--- config.mk ---
export PLATFORM = sky130hd
export DESIGN_NAME = periph_top
export DESIGN_NICKNAME = d
export VERILOG_FILES = /design/src/rtl/periph_pkg.sv /design/src/rtl/byte_example_peri.sv /design/src/rtl/full_example_peri.sv /design/src/rtl/gpio_ctrl.sv /design/src/rtl/periph_addr_decode.sv /design/src/rtl/periph_read_buffer.sv /design/src/rtl/periph_top.sv
export VERILOG_INCLUDE_DIRS = /design/src /design/src/rtl
export SDC_FILE = /design/constraint.sdc
export NUM_CORES = 1
export LEC_CHECK = 0
export BUFFER_PORTS_ARGS = -buffer_cell sky130_fd_sc_hd__buf_4
export CAP_MARGIN = 20
export CORE_ASPECT_RATIO = 1.5
export CORE_MARGIN = 2
export CORE_UTILIZATION = 63
export DETAILED_ROUTE_END_ITERATION = 6
export PLACE_DENSITY = 0.83
export SYNTH_ARGS = -nofsm -noshare
export SYNTH_HDL_FRONTEND = slang
export SYNTH_HIERARCHICAL = 1
export SYNTH_SLANG_ARGS = --single-unit
--- constraint.sdc ---
create_clock -name clk -period 3.7 [get_ports clk]
set_input_delay 0.37 -clock clk [delete_from_list [all_inputs] [get_ports clk]]
set_output_delay 0.37 -clock clk [all_outputs]
set_load 0.03 [all_outputs]
--- src/rtl/periph_cfg.svh ---
/* Bus widths, slot map and register offsets shared by the peripheral wrapper.
   Slot numbers must stay below PERIPH_SLOTS; offsets are 6-bit region-relative. */
`ifndef PERIPH_CFG_SVH
`define PERIPH_CFG_SVH

`define PERIPH_ADDR_W 11
`define PERIPH_DATA_W 32
`define PERIPH_PIN_W 8
`define PERIPH_SLOTS 16
`define PERIPH_FUNC_W 5

`define PERIPH_SLOT_GPIO 1
`define PERIPH_SLOT_FULL_EX 2
`define PERIPH_SIMPLE_BYTE_EX 0

`define GPIO_REG_OUT 6'h00
`define GPIO_REG_IN 6'h04
`define GPIO_REG_FUNC_BASE 6'h20

`define FULL_REG_DATA 6'h00
`define FULL_REG_PINS 6'h04
`define FULL_REG_IRQ 6'h08

`endif

--- src/rtl/periph_pkg.sv ---
/* Request codes follow the core encoding, where all ones means no access. */
package periph_pkg;

    // Size code on the read and write request lines
    typedef enum logic [1:0] {
        ACC_BYTE = 2'b00,
        ACC_HALF = 2'b01,
        ACC_WORD = 2'b10,
        ACC_NONE = 2'b11       // Idle
    } access_size_e;

    // Address region decoded from the top address bits
    typedef enum logic [1:0] {
        REGION_USER,           // 16 slots of 64 bytes
        REGION_SIMPLE,         // 16 byte slots of 16 bytes
        REGION_UNMAPPED
    } addr_region_e;

endpackage

--- src/rtl/byte_example_peri.sv ---
/* One read/write byte at offset 0, input pins readable at offset 1; others read 0 */
`timescale 1ns/10ps
`include "periph_cfg.svh"

module byte_example_peri import periph_pkg::*; (
    input  logic                     clk,
    input  logic                     rst_n,
    input  logic                     i_write,
    input  logic [3:0]               i_offset,
    input  logic [7:0]               i_data,
    input  logic [`PERIPH_PIN_W-1:0] i_ui_in,
    output logic [7:0]               o_rd_data,
    output logic [`PERIPH_PIN_W-1:0] o_uo_out
);

    localparam logic [3:0] REG_DATA = 4'h0;
    localparam logic [3:0] REG_PINS = 4'h1;

    logic [7:0] byte_reg;

    always_ff @(posedge clk) begin
        if (!rst_n) begin
            byte_reg <= '0;
        end else if (i_write && i_offset == REG_DATA) begin
            byte_reg <= i_data;
        end
    end

    always_comb begin
        case (i_offset)
            REG_DATA: o_rd_data = byte_reg;
            REG_PINS: o_rd_data = i_ui_in;
            default:  o_rd_data = 8'h00;
        endcase
    end

    assign o_uo_out = byte_reg;    // Pins mirror the register

endmodule

--- src/rtl/full_example_peri.sv ---
/* Writes at the data offset honour the access size; any write to the IRQ offset
   clears the flag. A new edge on input pin 0 in the same cycle wins. */
`timescale 1ns/10ps
`include "periph_cfg.svh"

module full_example_peri import periph_pkg::*; (
    input  logic                      clk,
    input  logic                      rst_n,
    input  logic                      i_sel,
    input  access_size_e              i_write_n,
    input  logic [5:0]                i_offset,
    input  logic [`PERIPH_DATA_W-1:0] i_data,
    input  logic [`PERIPH_PIN_W-1:0]  i_ui_in,
    output logic [`PERIPH_DATA_W-1:0] o_rd_data,
    output logic [`PERIPH_PIN_W-1:0]  o_uo_out,
    output logic                      o_interrupt
);

    logic [`PERIPH_DATA_W-1:0] data_reg;
    logic                      pin0_d;      // Last value of input pin 0
    logic                      wr_en;
    logic                      pin0_rise;

    assign wr_en     = i_sel && (i_write_n != ACC_NONE);
    assign pin0_rise = i_ui_in[0] && !pin0_d;

    always_ff @(posedge clk) begin
        if (!rst_n) begin
            data_reg    <= '0;
            pin0_d      <= 1'b0;
            o_interrupt <= 1'b0;
        end else begin
            pin0_d <= i_ui_in[0];
            if (wr_en && i_offset == `FULL_REG_DATA) begin
                case (i_write_n)
                    ACC_BYTE: data_reg[7:0]  <= i_data[7:0];
                    ACC_HALF: data_reg[15:0] <= i_data[15:0];
                    default:  data_reg       <= i_data;   // Word
                endcase
            end
            if (pin0_rise) begin
                o_interrupt <= 1'b1;
            end else if (wr_en && i_offset == `FULL_REG_IRQ) begin
                o_interrupt <= 1'b0;
            end
        end
    end

    always_comb begin
        case (i_offset)
            `FULL_REG_DATA: o_rd_data = data_reg;
            `FULL_REG_PINS: o_rd_data = {{(`PERIPH_DATA_W-`PERIPH_PIN_W){1'b0}}, i_ui_in};
            `FULL_REG_IRQ:  o_rd_data = {{(`PERIPH_DATA_W-1){1'b0}}, o_interrupt};
            default:        o_rd_data = '0;
        endcase
    end

    assign o_uo_out = data_reg[`PERIPH_PIN_W-1:0];

endmodule

--- src/rtl/gpio_ctrl.sv ---
/* Function select bit 4 picks the simple region, bits 3:0 the slot. Selecting the
   GPIO slot itself routes the output register; writes of any size take the low bits. */
`timescale 1ns/10ps
`include "periph_cfg.svh"

module gpio_ctrl import periph_pkg::*; (
    input  logic                                        clk,
    input  logic                                        rst_n,
    input  logic                                        i_sel,
    input  access_size_e                                i_write_n,
    input  logic [5:0]                                  i_offset,
    input  logic [`PERIPH_DATA_W-1:0]                   i_data,
    input  logic [`PERIPH_PIN_W-1:0]                    i_ui_in,
    input  logic [`PERIPH_SLOTS-1:0][`PERIPH_PIN_W-1:0] i_user_pins,
    input  logic [`PERIPH_SLOTS-1:0][`PERIPH_PIN_W-1:0] i_simple_pins,
    output logic [`PERIPH_DATA_W-1:0]                   o_rd_data,
    output logic [`PERIPH_PIN_W-1:0]                    o_uo_out
);

    localparam int FUNC_W = `PERIPH_FUNC_W;
    localparam logic [5:0] FUNC_BASE = `GPIO_REG_FUNC_BASE;
    localparam logic [FUNC_W-1:0] SEL_FULL = `PERIPH_SLOT_FULL_EX;
    localparam logic [FUNC_W-1:0] SEL_GPIO = `PERIPH_SLOT_GPIO;

    logic [`PERIPH_PIN_W-1:0]                    gpio_out;
    logic [FUNC_W-1:0]                           func_sel [`PERIPH_PIN_W];
    logic [`PERIPH_SLOTS-1:0][`PERIPH_PIN_W-1:0] user_pins;
    logic                                        wr_en;
    logic                                        func_hit;
    logic [2:0]                                  func_idx;

    assign wr_en    = i_sel && (i_write_n != ACC_NONE);
    assign func_hit = ((i_offset & 6'h23) == FUNC_BASE);  // 0x20 + 4 * pin
    assign func_idx = i_offset[4:2];

    always_ff @(posedge clk) begin
        if (!rst_n) begin
            gpio_out <= '0;
            for (int p = 0; p < `PERIPH_PIN_W; p++) begin
                func_sel[p] <= (p < 2) ? SEL_FULL : SEL_GPIO;
            end
        end else if (wr_en) begin
            if (i_offset == `GPIO_REG_OUT) gpio_out <= i_data[`PERIPH_PIN_W-1:0];
            if (func_hit) func_sel[func_idx] <= i_data[FUNC_W-1:0];
        end
    end

    always_comb begin
        o_rd_data = '0;
        if (i_offset == `GPIO_REG_OUT) begin
            o_rd_data[`PERIPH_PIN_W-1:0] = gpio_out;
        end else if (i_offset == `GPIO_REG_IN) begin
            o_rd_data[`PERIPH_PIN_W-1:0] = i_ui_in;
        end else if (func_hit) begin
            o_rd_data[FUNC_W-1:0] = func_sel[func_idx];
        end
    end

    // Own slot carries the output register
    always_comb begin
        user_pins = i_user_pins;
        user_pins[`PERIPH_SLOT_GPIO] = gpio_out;
    end

    // Each pin takes its own bit from the chosen slot
    for (genvar p = 0; p < `PERIPH_PIN_W; p++) begin : g_pin
        assign o_uo_out[p] = func_sel[p][FUNC_W-1] ? i_simple_pins[func_sel[p][3:0]][p]
                                                   : user_pins[func_sel[p][3:0]][p];
    end

endmodule

--- src/rtl/periph_addr_decode.sv ---
/* Combinational decode only. Simple slots always answer at once, and the unmapped
   region reads as zero with ready high. */
`timescale 1ns/10ps
`include "periph_cfg.svh"

module periph_addr_decode import periph_pkg::*; (
    input  logic [`PERIPH_ADDR_W-1:0]                    i_addr,
    input  access_size_e                                 i_write_n,
    input  logic [`PERIPH_SLOTS-1:0][`PERIPH_DATA_W-1:0] i_user_data,
    input  logic [`PERIPH_SLOTS-1:0]                     i_user_ready,
    input  logic [`PERIPH_SLOTS-1:0][7:0]                i_simple_data,
    output logic [`PERIPH_SLOTS-1:0]                     o_user_sel,
    output logic [`PERIPH_SLOTS-1:0]                     o_simple_wr,
    output logic [5:0]                                   o_offset,
    output logic [`PERIPH_DATA_W-1:0]                    o_peri_data,
    output logic                                         o_peri_ready
);

    addr_region_e              region;
    logic [3:0]                user_slot;
    logic [3:0]                simple_slot;
    logic [`PERIPH_SLOTS-1:0]  simple_sel;

    assign user_slot   = i_addr[9:6];
    assign simple_slot = i_addr[7:4];   // Bit 8 ignored, slots alias

    always_comb begin
        if (!i_addr[10]) begin
            region = REGION_USER;
        end else if (!i_addr[9]) begin
            region = REGION_SIMPLE;
        end else begin
            region = REGION_UNMAPPED;
        end
    end

    always_comb begin
        o_user_sel   = '0;
        simple_sel   = '0;
        o_peri_data  = '0;
        o_peri_ready = 1'b1;
        case (region)
            REGION_USER: begin
                o_user_sel[user_slot] = 1'b1;
                o_peri_data           = i_user_data[user_slot];
                o_peri_ready          = i_user_ready[user_slot];
            end
            REGION_SIMPLE: begin
                simple_sel[simple_slot] = 1'b1;
                o_peri_data             = {24'h0, i_simple_data[simple_slot]};
            end
            default: ;                  // Unmapped reads zero
        endcase
    end

    // Byte peripherals get a plain write strobe
    assign o_simple_wr = simple_sel & {`PERIPH_SLOTS{i_write_n != ACC_NONE}};

    assign o_offset = (region == REGION_SIMPLE) ? {2'b00, i_addr[3:0]} : i_addr[5:0];

endmodule

--- src/rtl/periph_read_buffer.sv ---
/* Read data is captured once per read and held until the core pulses completion.
   Write acknowledge is combinational, so writes complete in the request cycle. */
`timescale 1ns/10ps
`include "periph_cfg.svh"

module periph_read_buffer import periph_pkg::*; (
    input  logic                      clk,
    input  logic                      rst_n,
    input  access_size_e              i_read_n,
    input  access_size_e              i_write_n,
    input  logic                      i_read_complete,
    input  logic [`PERIPH_DATA_W-1:0] i_peri_data,
    input  logic                      i_peri_ready,
    output logic [`PERIPH_DATA_W-1:0] o_data_out,
    output logic                      o_data_ready
);

    logic read_req;
    logic hold;        // Value captured, waiting for completion
    logic ready_r;
    logic capture;

    assign read_req = (i_read_n != ACC_NONE);
    assign capture  = read_req && i_peri_ready && !hold;

    always_ff @(posedge clk) begin
        if (!rst_n) begin
            hold    <= 1'b0;
            ready_r <= 1'b0;
        end else begin
            if (i_read_complete) hold <= 1'b0;
            if (capture) hold <= 1'b1;           // Capture wins over completion
            ready_r <= read_req && i_peri_ready;
        end
    end

    always_ff @(posedge clk) begin
        if (capture) o_data_out <= i_peri_data;
    end

    assign o_data_ready = ready_r || (i_write_n != ACC_NONE);

endmodule

--- src/rtl/periph_top.sv ---
/* Only GPIO (user 1), the full example (user 2) and the byte example (simple 0) are
   populated. Every other slot reads zero with ready high and drives no pins. */
`timescale 1ns/10ps
`include "periph_cfg.svh"

module periph_top import periph_pkg::*; (
    input  logic                      clk,
    input  logic                      rst_n,
    input  logic [`PERIPH_ADDR_W-1:0] i_addr,
    input  logic [`PERIPH_DATA_W-1:0] i_data,
    input  access_size_e              i_write_n,
    input  access_size_e              i_read_n,
    input  logic                      i_read_complete,
    input  logic [`PERIPH_PIN_W-1:0]  i_ui_in,
    output logic [`PERIPH_DATA_W-1:0] o_data_out,
    output logic                      o_data_ready,
    output logic [`PERIPH_PIN_W-1:0]  o_uo_out,
    output logic                      o_interrupt
);

    logic [`PERIPH_SLOTS-1:0][`PERIPH_DATA_W-1:0] user_data;
    logic [`PERIPH_SLOTS-1:0]                     user_ready;
    logic [`PERIPH_SLOTS-1:0][`PERIPH_PIN_W-1:0]  user_pins;
    logic [`PERIPH_SLOTS-1:0][7:0]                simple_data;
    logic [`PERIPH_SLOTS-1:0][`PERIPH_PIN_W-1:0]  simple_pins;
    logic [`PERIPH_SLOTS-1:0]                     user_sel;
    logic [`PERIPH_SLOTS-1:0]                     simple_wr;
    logic [5:0]                                   offset;
    logic [`PERIPH_DATA_W-1:0]                    peri_data;
    logic                                         peri_ready;
    logic [`PERIPH_DATA_W-1:0]                    gpio_rd;
    logic [`PERIPH_DATA_W-1:0]                    full_rd;
    logic [`PERIPH_PIN_W-1:0]                     full_pins;
    logic [7:0]                                   byte_rd;
    logic [`PERIPH_PIN_W-1:0]                     byte_pins;

    // Slot arrays, empty slots answer zero at once
    always_comb begin
        user_data   = '0;
        user_ready  = '1;
        user_pins   = '0;               // GPIO slot pins filled in by gpio_ctrl
        simple_data = '0;
        simple_pins = '0;
        user_data[`PERIPH_SLOT_GPIO]        = gpio_rd;
        user_data[`PERIPH_SLOT_FULL_EX]     = full_rd;
        user_pins[`PERIPH_SLOT_FULL_EX]     = full_pins;
        simple_data[`PERIPH_SIMPLE_BYTE_EX] = byte_rd;
        simple_pins[`PERIPH_SIMPLE_BYTE_EX] = byte_pins;
    end

    periph_addr_decode u_decode (
        .i_addr(i_addr), .i_write_n(i_write_n),
        .i_user_data(user_data), .i_user_ready(user_ready), .i_simple_data(simple_data),
        .o_user_sel(user_sel), .o_simple_wr(simple_wr), .o_offset(offset),
        .o_peri_data(peri_data), .o_peri_ready(peri_ready)
    );

    periph_read_buffer u_read_buffer (
        .clk(clk), .rst_n(rst_n),
        .i_read_n(i_read_n), .i_write_n(i_write_n), .i_read_complete(i_read_complete),
        .i_peri_data(peri_data), .i_peri_ready(peri_ready),
        .o_data_out(o_data_out), .o_data_ready(o_data_ready)
    );

    gpio_ctrl u_gpio (
        .clk(clk), .rst_n(rst_n),
        .i_sel(user_sel[`PERIPH_SLOT_GPIO]), .i_write_n(i_write_n), .i_offset(offset),
        .i_data(i_data), .i_ui_in(i_ui_in),
        .i_user_pins(user_pins), .i_simple_pins(simple_pins),
        .o_rd_data(gpio_rd), .o_uo_out(o_uo_out)
    );

    full_example_peri u_full_ex (
        .clk(clk), .rst_n(rst_n),
        .i_sel(user_sel[`PERIPH_SLOT_FULL_EX]), .i_write_n(i_write_n), .i_offset(offset),
        .i_data(i_data), .i_ui_in(i_ui_in),
        .o_rd_data(full_rd), .o_uo_out(full_pins), .o_interrupt(o_interrupt)
    );

    byte_example_peri u_byte_ex (
        .clk(clk), .rst_n(rst_n),
        .i_write(simple_wr[`PERIPH_SIMPLE_BYTE_EX]), .i_offset(offset[3:0]),
        .i_data(i_data[7:0]), .i_ui_in(i_ui_in),
        .o_rd_data(byte_rd), .o_uo_out(byte_pins)
    );

endmodule

# --- Yosys cells after proc, flatten, opt, wreduce, memory -nomap -nowiden ---
# Memory sizes are Yosys's and may differ from the RTL's.
# Cells that the tools add are included.
op_classes:
  eq_ne: 8
  n_mux: 74
  order_cmp: 12
  n_bitwise: 3
  n_reduce_logical: 24
op_table:
  columns: ["operator", "n"]
  rows:
  - ["8-bit binary-select mux with 4-bit select", 17]
  - ["32-bit binary-select mux with 4-bit select", 1]
  - ["32-bit case mux with 3 select lines", 1]
  - ["32-bit case mux with 2 select lines", 1]
  - ["4-bit by 5-bit < comparator with 1-bit output (second input constant)", 10]
  - ["32-bit 2-to-1 mux", 1]
  - ["8-bit 2-to-1 mux", 4]
  - ["1-bit 2-to-1 mux", 25]
  - ["5-bit 2-to-1 mux", 5]
  - ["6-bit 2-to-1 mux", 3]
  - ["8-bit case mux with 2 select lines", 1]
  - ["3-bit 2-to-1 mux", 5]
  - ["7-bit 2-to-1 mux", 2]
  - ["1-bit logical AND", 10]
  - ["1-bit demux with 4-bit select", 2]
  - ["4-bit by 1-bit greater-or-equal comparator with 1-bit output (second input constant)", 2]
  - ["2-bit 2-to-1 mux", 4]
  - ["4-bit 2-to-1 mux", 2]
  - ["6-bit by 3-bit == test with 1-bit output (second input constant)", 1]
  - ["6-bit by 4-bit == test with 1-bit output (second input constant)", 1]
  - ["6-bit zero test", 1]
  - ["2-bit AND reduction", 3]
  - ["5-bit OR reduction", 1]
  - ["2-bit by 1-bit == test with 1-bit output (second input constant)", 2]
  - ["11 further kinds", 16]
totals:
  ram_bits: 40
  in_bits: 58
  rom_bits: 16
  elab_cells: 133
  output_inout_bits: 42
  mem_count: 2
  regBits: 84
mem_list:
  columns: ["name", "words", "word_bits", "rd", "rd_clocked_by_memory_dff", "wr", "line", "source"]
  rows:
  - ["u_gpio.func_sel", 8, 5, 9, 0, 8, "gpio_ctrl.sv:26", "logic [FUNC_W-1:0] func_sel [`PERIPH_PIN_W];"]
  - ["(no name shown)", 16, 1, 1, 0, 0, "periph_addr_decode.sv:46", "o_peri_ready = i_user_ready[user_slot];"]

# --- Depth between registers and ports, before layout ---
logic_depth:
  ltp_word: 11
  depth_mapped: 12
  depth_no_buf: 10

# --- By module ---
# Netlist, hierarchy kept.
modules_own_cells:
  columns: ["mod", "instances", "cells_each", "seq_area_each_um2", "area_per_inst_um2"]
  rows:
  - ["periph_addr_decode", 1, 554, 0.0, 5744.3]
  - ["gpio_ctrl", 1, 512, 1361.3, 4951.0]
  - ["full_example_peri", 1, 201, 680.7, 1726.7]
  - ["periph_read_buffer", 1, 41, 1001.0, 1054.8]
  - ["byte_example_peri", 1, 55, 160.2, 475.5]
  - ["periph_top", 1, 2, 0.0, 7.5]

# --- Least setup slack after synthesis ---
# No wires, ideal clock.
synth_path:
  path_kind: "input-to-reg"
  startpoint: "input i_addr[7]"
  endpoint: "memory u_gpio/func_sel[2][0] (netlist bit) (enable)"
  path_buffers: 4
  setup_ps: 374
  slack_ps: 811
  stages: 10
  required_time_ps: 3326
  t_arrival_ps: 2515
  cell_sequence: "buf_2 > buf_2 > buf_2 > nand2b_1 > nor3_1 > a21boi_4 > nand2_1 > or3_1 > clkbuf_1 > o21ai_0"
synth_rtl:
  columns: ["element", "line", "source"]
  rows:
  - ["start: declaration", "periph_top.sv:9", "input logic [`PERIPH_ADDR_W-1:0] i_addr,"]
  - ["end: declaration", "gpio_ctrl.sv:26", null]

==> metrics.yaml <==
cp.arrival_ns: 2.49
hp-start: "i_read_n[1]"
cap_viol_max_count: 0
gp_congestion: 0.9187
vias: 12286
clkTransAtPathRegs_ns: 0.06
cp_slowest_cell: "edfxtp_1"
rsz0062_at_grt: "no"
cp-startpoint: "u_gpio/func_sel[3][0]"
cts_made_buffers: 17
dp_hpwl_um: 25970
utilization_pct: 82.80
cp_slowest_stage_delay_ns: 0.90
rows: 66
grt_max_degree: 128
finalMaxSlewViolations: 0
fmax_ghz: 0.3502
syn_area_per_cell_um2: 10.39
largest_reg_flops: 40
initial_core_util_pct: 63.96
portBuffers: 99
leakage_nw: 8.710
regToRegStartpoint: "u_gpio/func_sel[2][0]"
skew_ns: 0.006365
drt-total-wl_um: 35870
wl_per_cell_um: 14.72
netlist_instances: 1327
num_io_pins: 100
htreeDepth: 4
grt_pass1_vias: 11955
critPathCaptureType: "primary output"
status: "completed"
die_w_um: 124.8
drtIter0Drc: 732
cp_cell_sequence: "mux2i_1 -> a22oi_1 -> nand4b_1 -> a31oi_1 -> a311o_1 -> buf_4"
cts_hold_buf: 0
worstPathMaxFanout: 17
vdd_ir_drop_max_v: 0.0003042
totalPowerFinal_w: 0.004654
fin_crit_ns: 2.855
tritoncts: "built"
fin_nets: 2209
cts_resized: 0
clk_latency_ns: 0.43
fin_crit_sh_pct: 77.17
clock-sinks: 124
drive_above_1_share_pct: 11.55
coreArea_um2: 21550
yosysWarnings: 6
syn_area_um2: 13780
path_class: "reg2out"
dr.pass1.iters: 5
setup_viol: 0
die_h_um: 185.2
powerDensity_nw_per_um2: 260.8
grt-ovfl-total: 0
hold_viol: 0
finalSetupTns_ns: 0
antenna_found_initial: 1
post_cts_buffers: 0
routed_via_density: 5.041
tightest_slew_ns: 0.9907
drc_errors: 0
root_buffer: "clkbuf_16"
rrSetupSlack_ns: 1.23
clk_path_buf_depth: 2
grt_usage_pct: 31.19
hp-class: "in2reg"
startpoint_type: "register"
maxSlewHeadroom_pct: 33.67
area_growth_pct: 29.46
ant_nets: 0
cp_data_required_time_ns: 3.33
grt_pass1_wl_um: 57460
dieArea_um2: 23100
final cells by class:
| type | instances | area, um2 |
|---|---|---|
| multi-input combinational | 1883 | 12770 |
| timing repair buffer | 118 | 905.9 |
| sequential | 124 | 3203 |
| tap | 272 | 340.3 |
| inverter | 7 | 26.28 |
| clock inverter | 12 | 93.84 |
| clock buffer | 20 | 500.5 |
| fill | 1424 | 3707 |
| antenna | 1 | 2.502 |
worst max-delay path: cells and delay by family, from the launching register on:
kind                   cells  cell delay, ns
DFF                        1            0.90
and+or+nand+nor            1            0.12
muxes                      1            0.29
AOI/OAI and AO/OA          3            0.55
buffers and inverters      1            0.19
through the flow:
| stage | std cells | hold slack, ns | setup WS (ns) | area (um2) |
|---|---|---|---|---|
| finish | 2437 | 0.1481 | 0.8449 | 17850 |
| global route | 2437 | 0.1445 | 0.7408 | 17850 |
| CTS | 2436 | 0.1430 | 0.8516 | 17840 |
| detailed placement | 2404 | 0.4472 | 0.6557 | 17250 |
| global placement | 2404 | 0.4379 | 0.7498 | 17250 |
| floorplan | 2164 | 0.4301 | 0.8683 | 16930 |
final timing paths:
check / endpoint / depth (start not counted)
max: o_uo_out[3] / 6
min: u_read_buffer/ready_r / 2
max reg2reg: u_read_buffer/o_data_out[0] / 7
min reg2reg: u_full_ex/data_reg[19] / 2
per-layer routing:
metal	vias to the layer above	GRT usage [%]	wire length (um)	share of wire, %
li1	6004	-	-	-
met1	5781	34.29	13060	36
met2	396	58.25	18820	52
met3	105	5.142	2192	6.1
met4	0	15.10	1787	5.0
met5	-	0	0	0
cells in the final DEF, fill, tap and decap left out, types with 28 or more instances in the layout:
| cell | n |
|---|---|
| nor2_1 | 29 |
| o22ai_1 | 32 |
| edfxtp_1 | 72 |
| buf_4 | 115 |
| dfxtp_1 | 52 |
| nand3_1 | 49 |
| mux4_2 | 81 |
| a22oi_1 | 92 |
| nand2_1 | 127 |
| conb_1 | 840 |
| and2_1 | 63 |
| mux4_1 | 28 |
| mux2i_1 | 358 |
power breakdown:
group | switching [W] | internal [W]
Clock | 0.000695 | 0.000989
Combinational | 0.000731 | 0.000598
Sequential | 0.0000913 | 0.00155
Total | 0.00152 | 0.00314
Note: power is estimated with default switching activity, not from simulation.
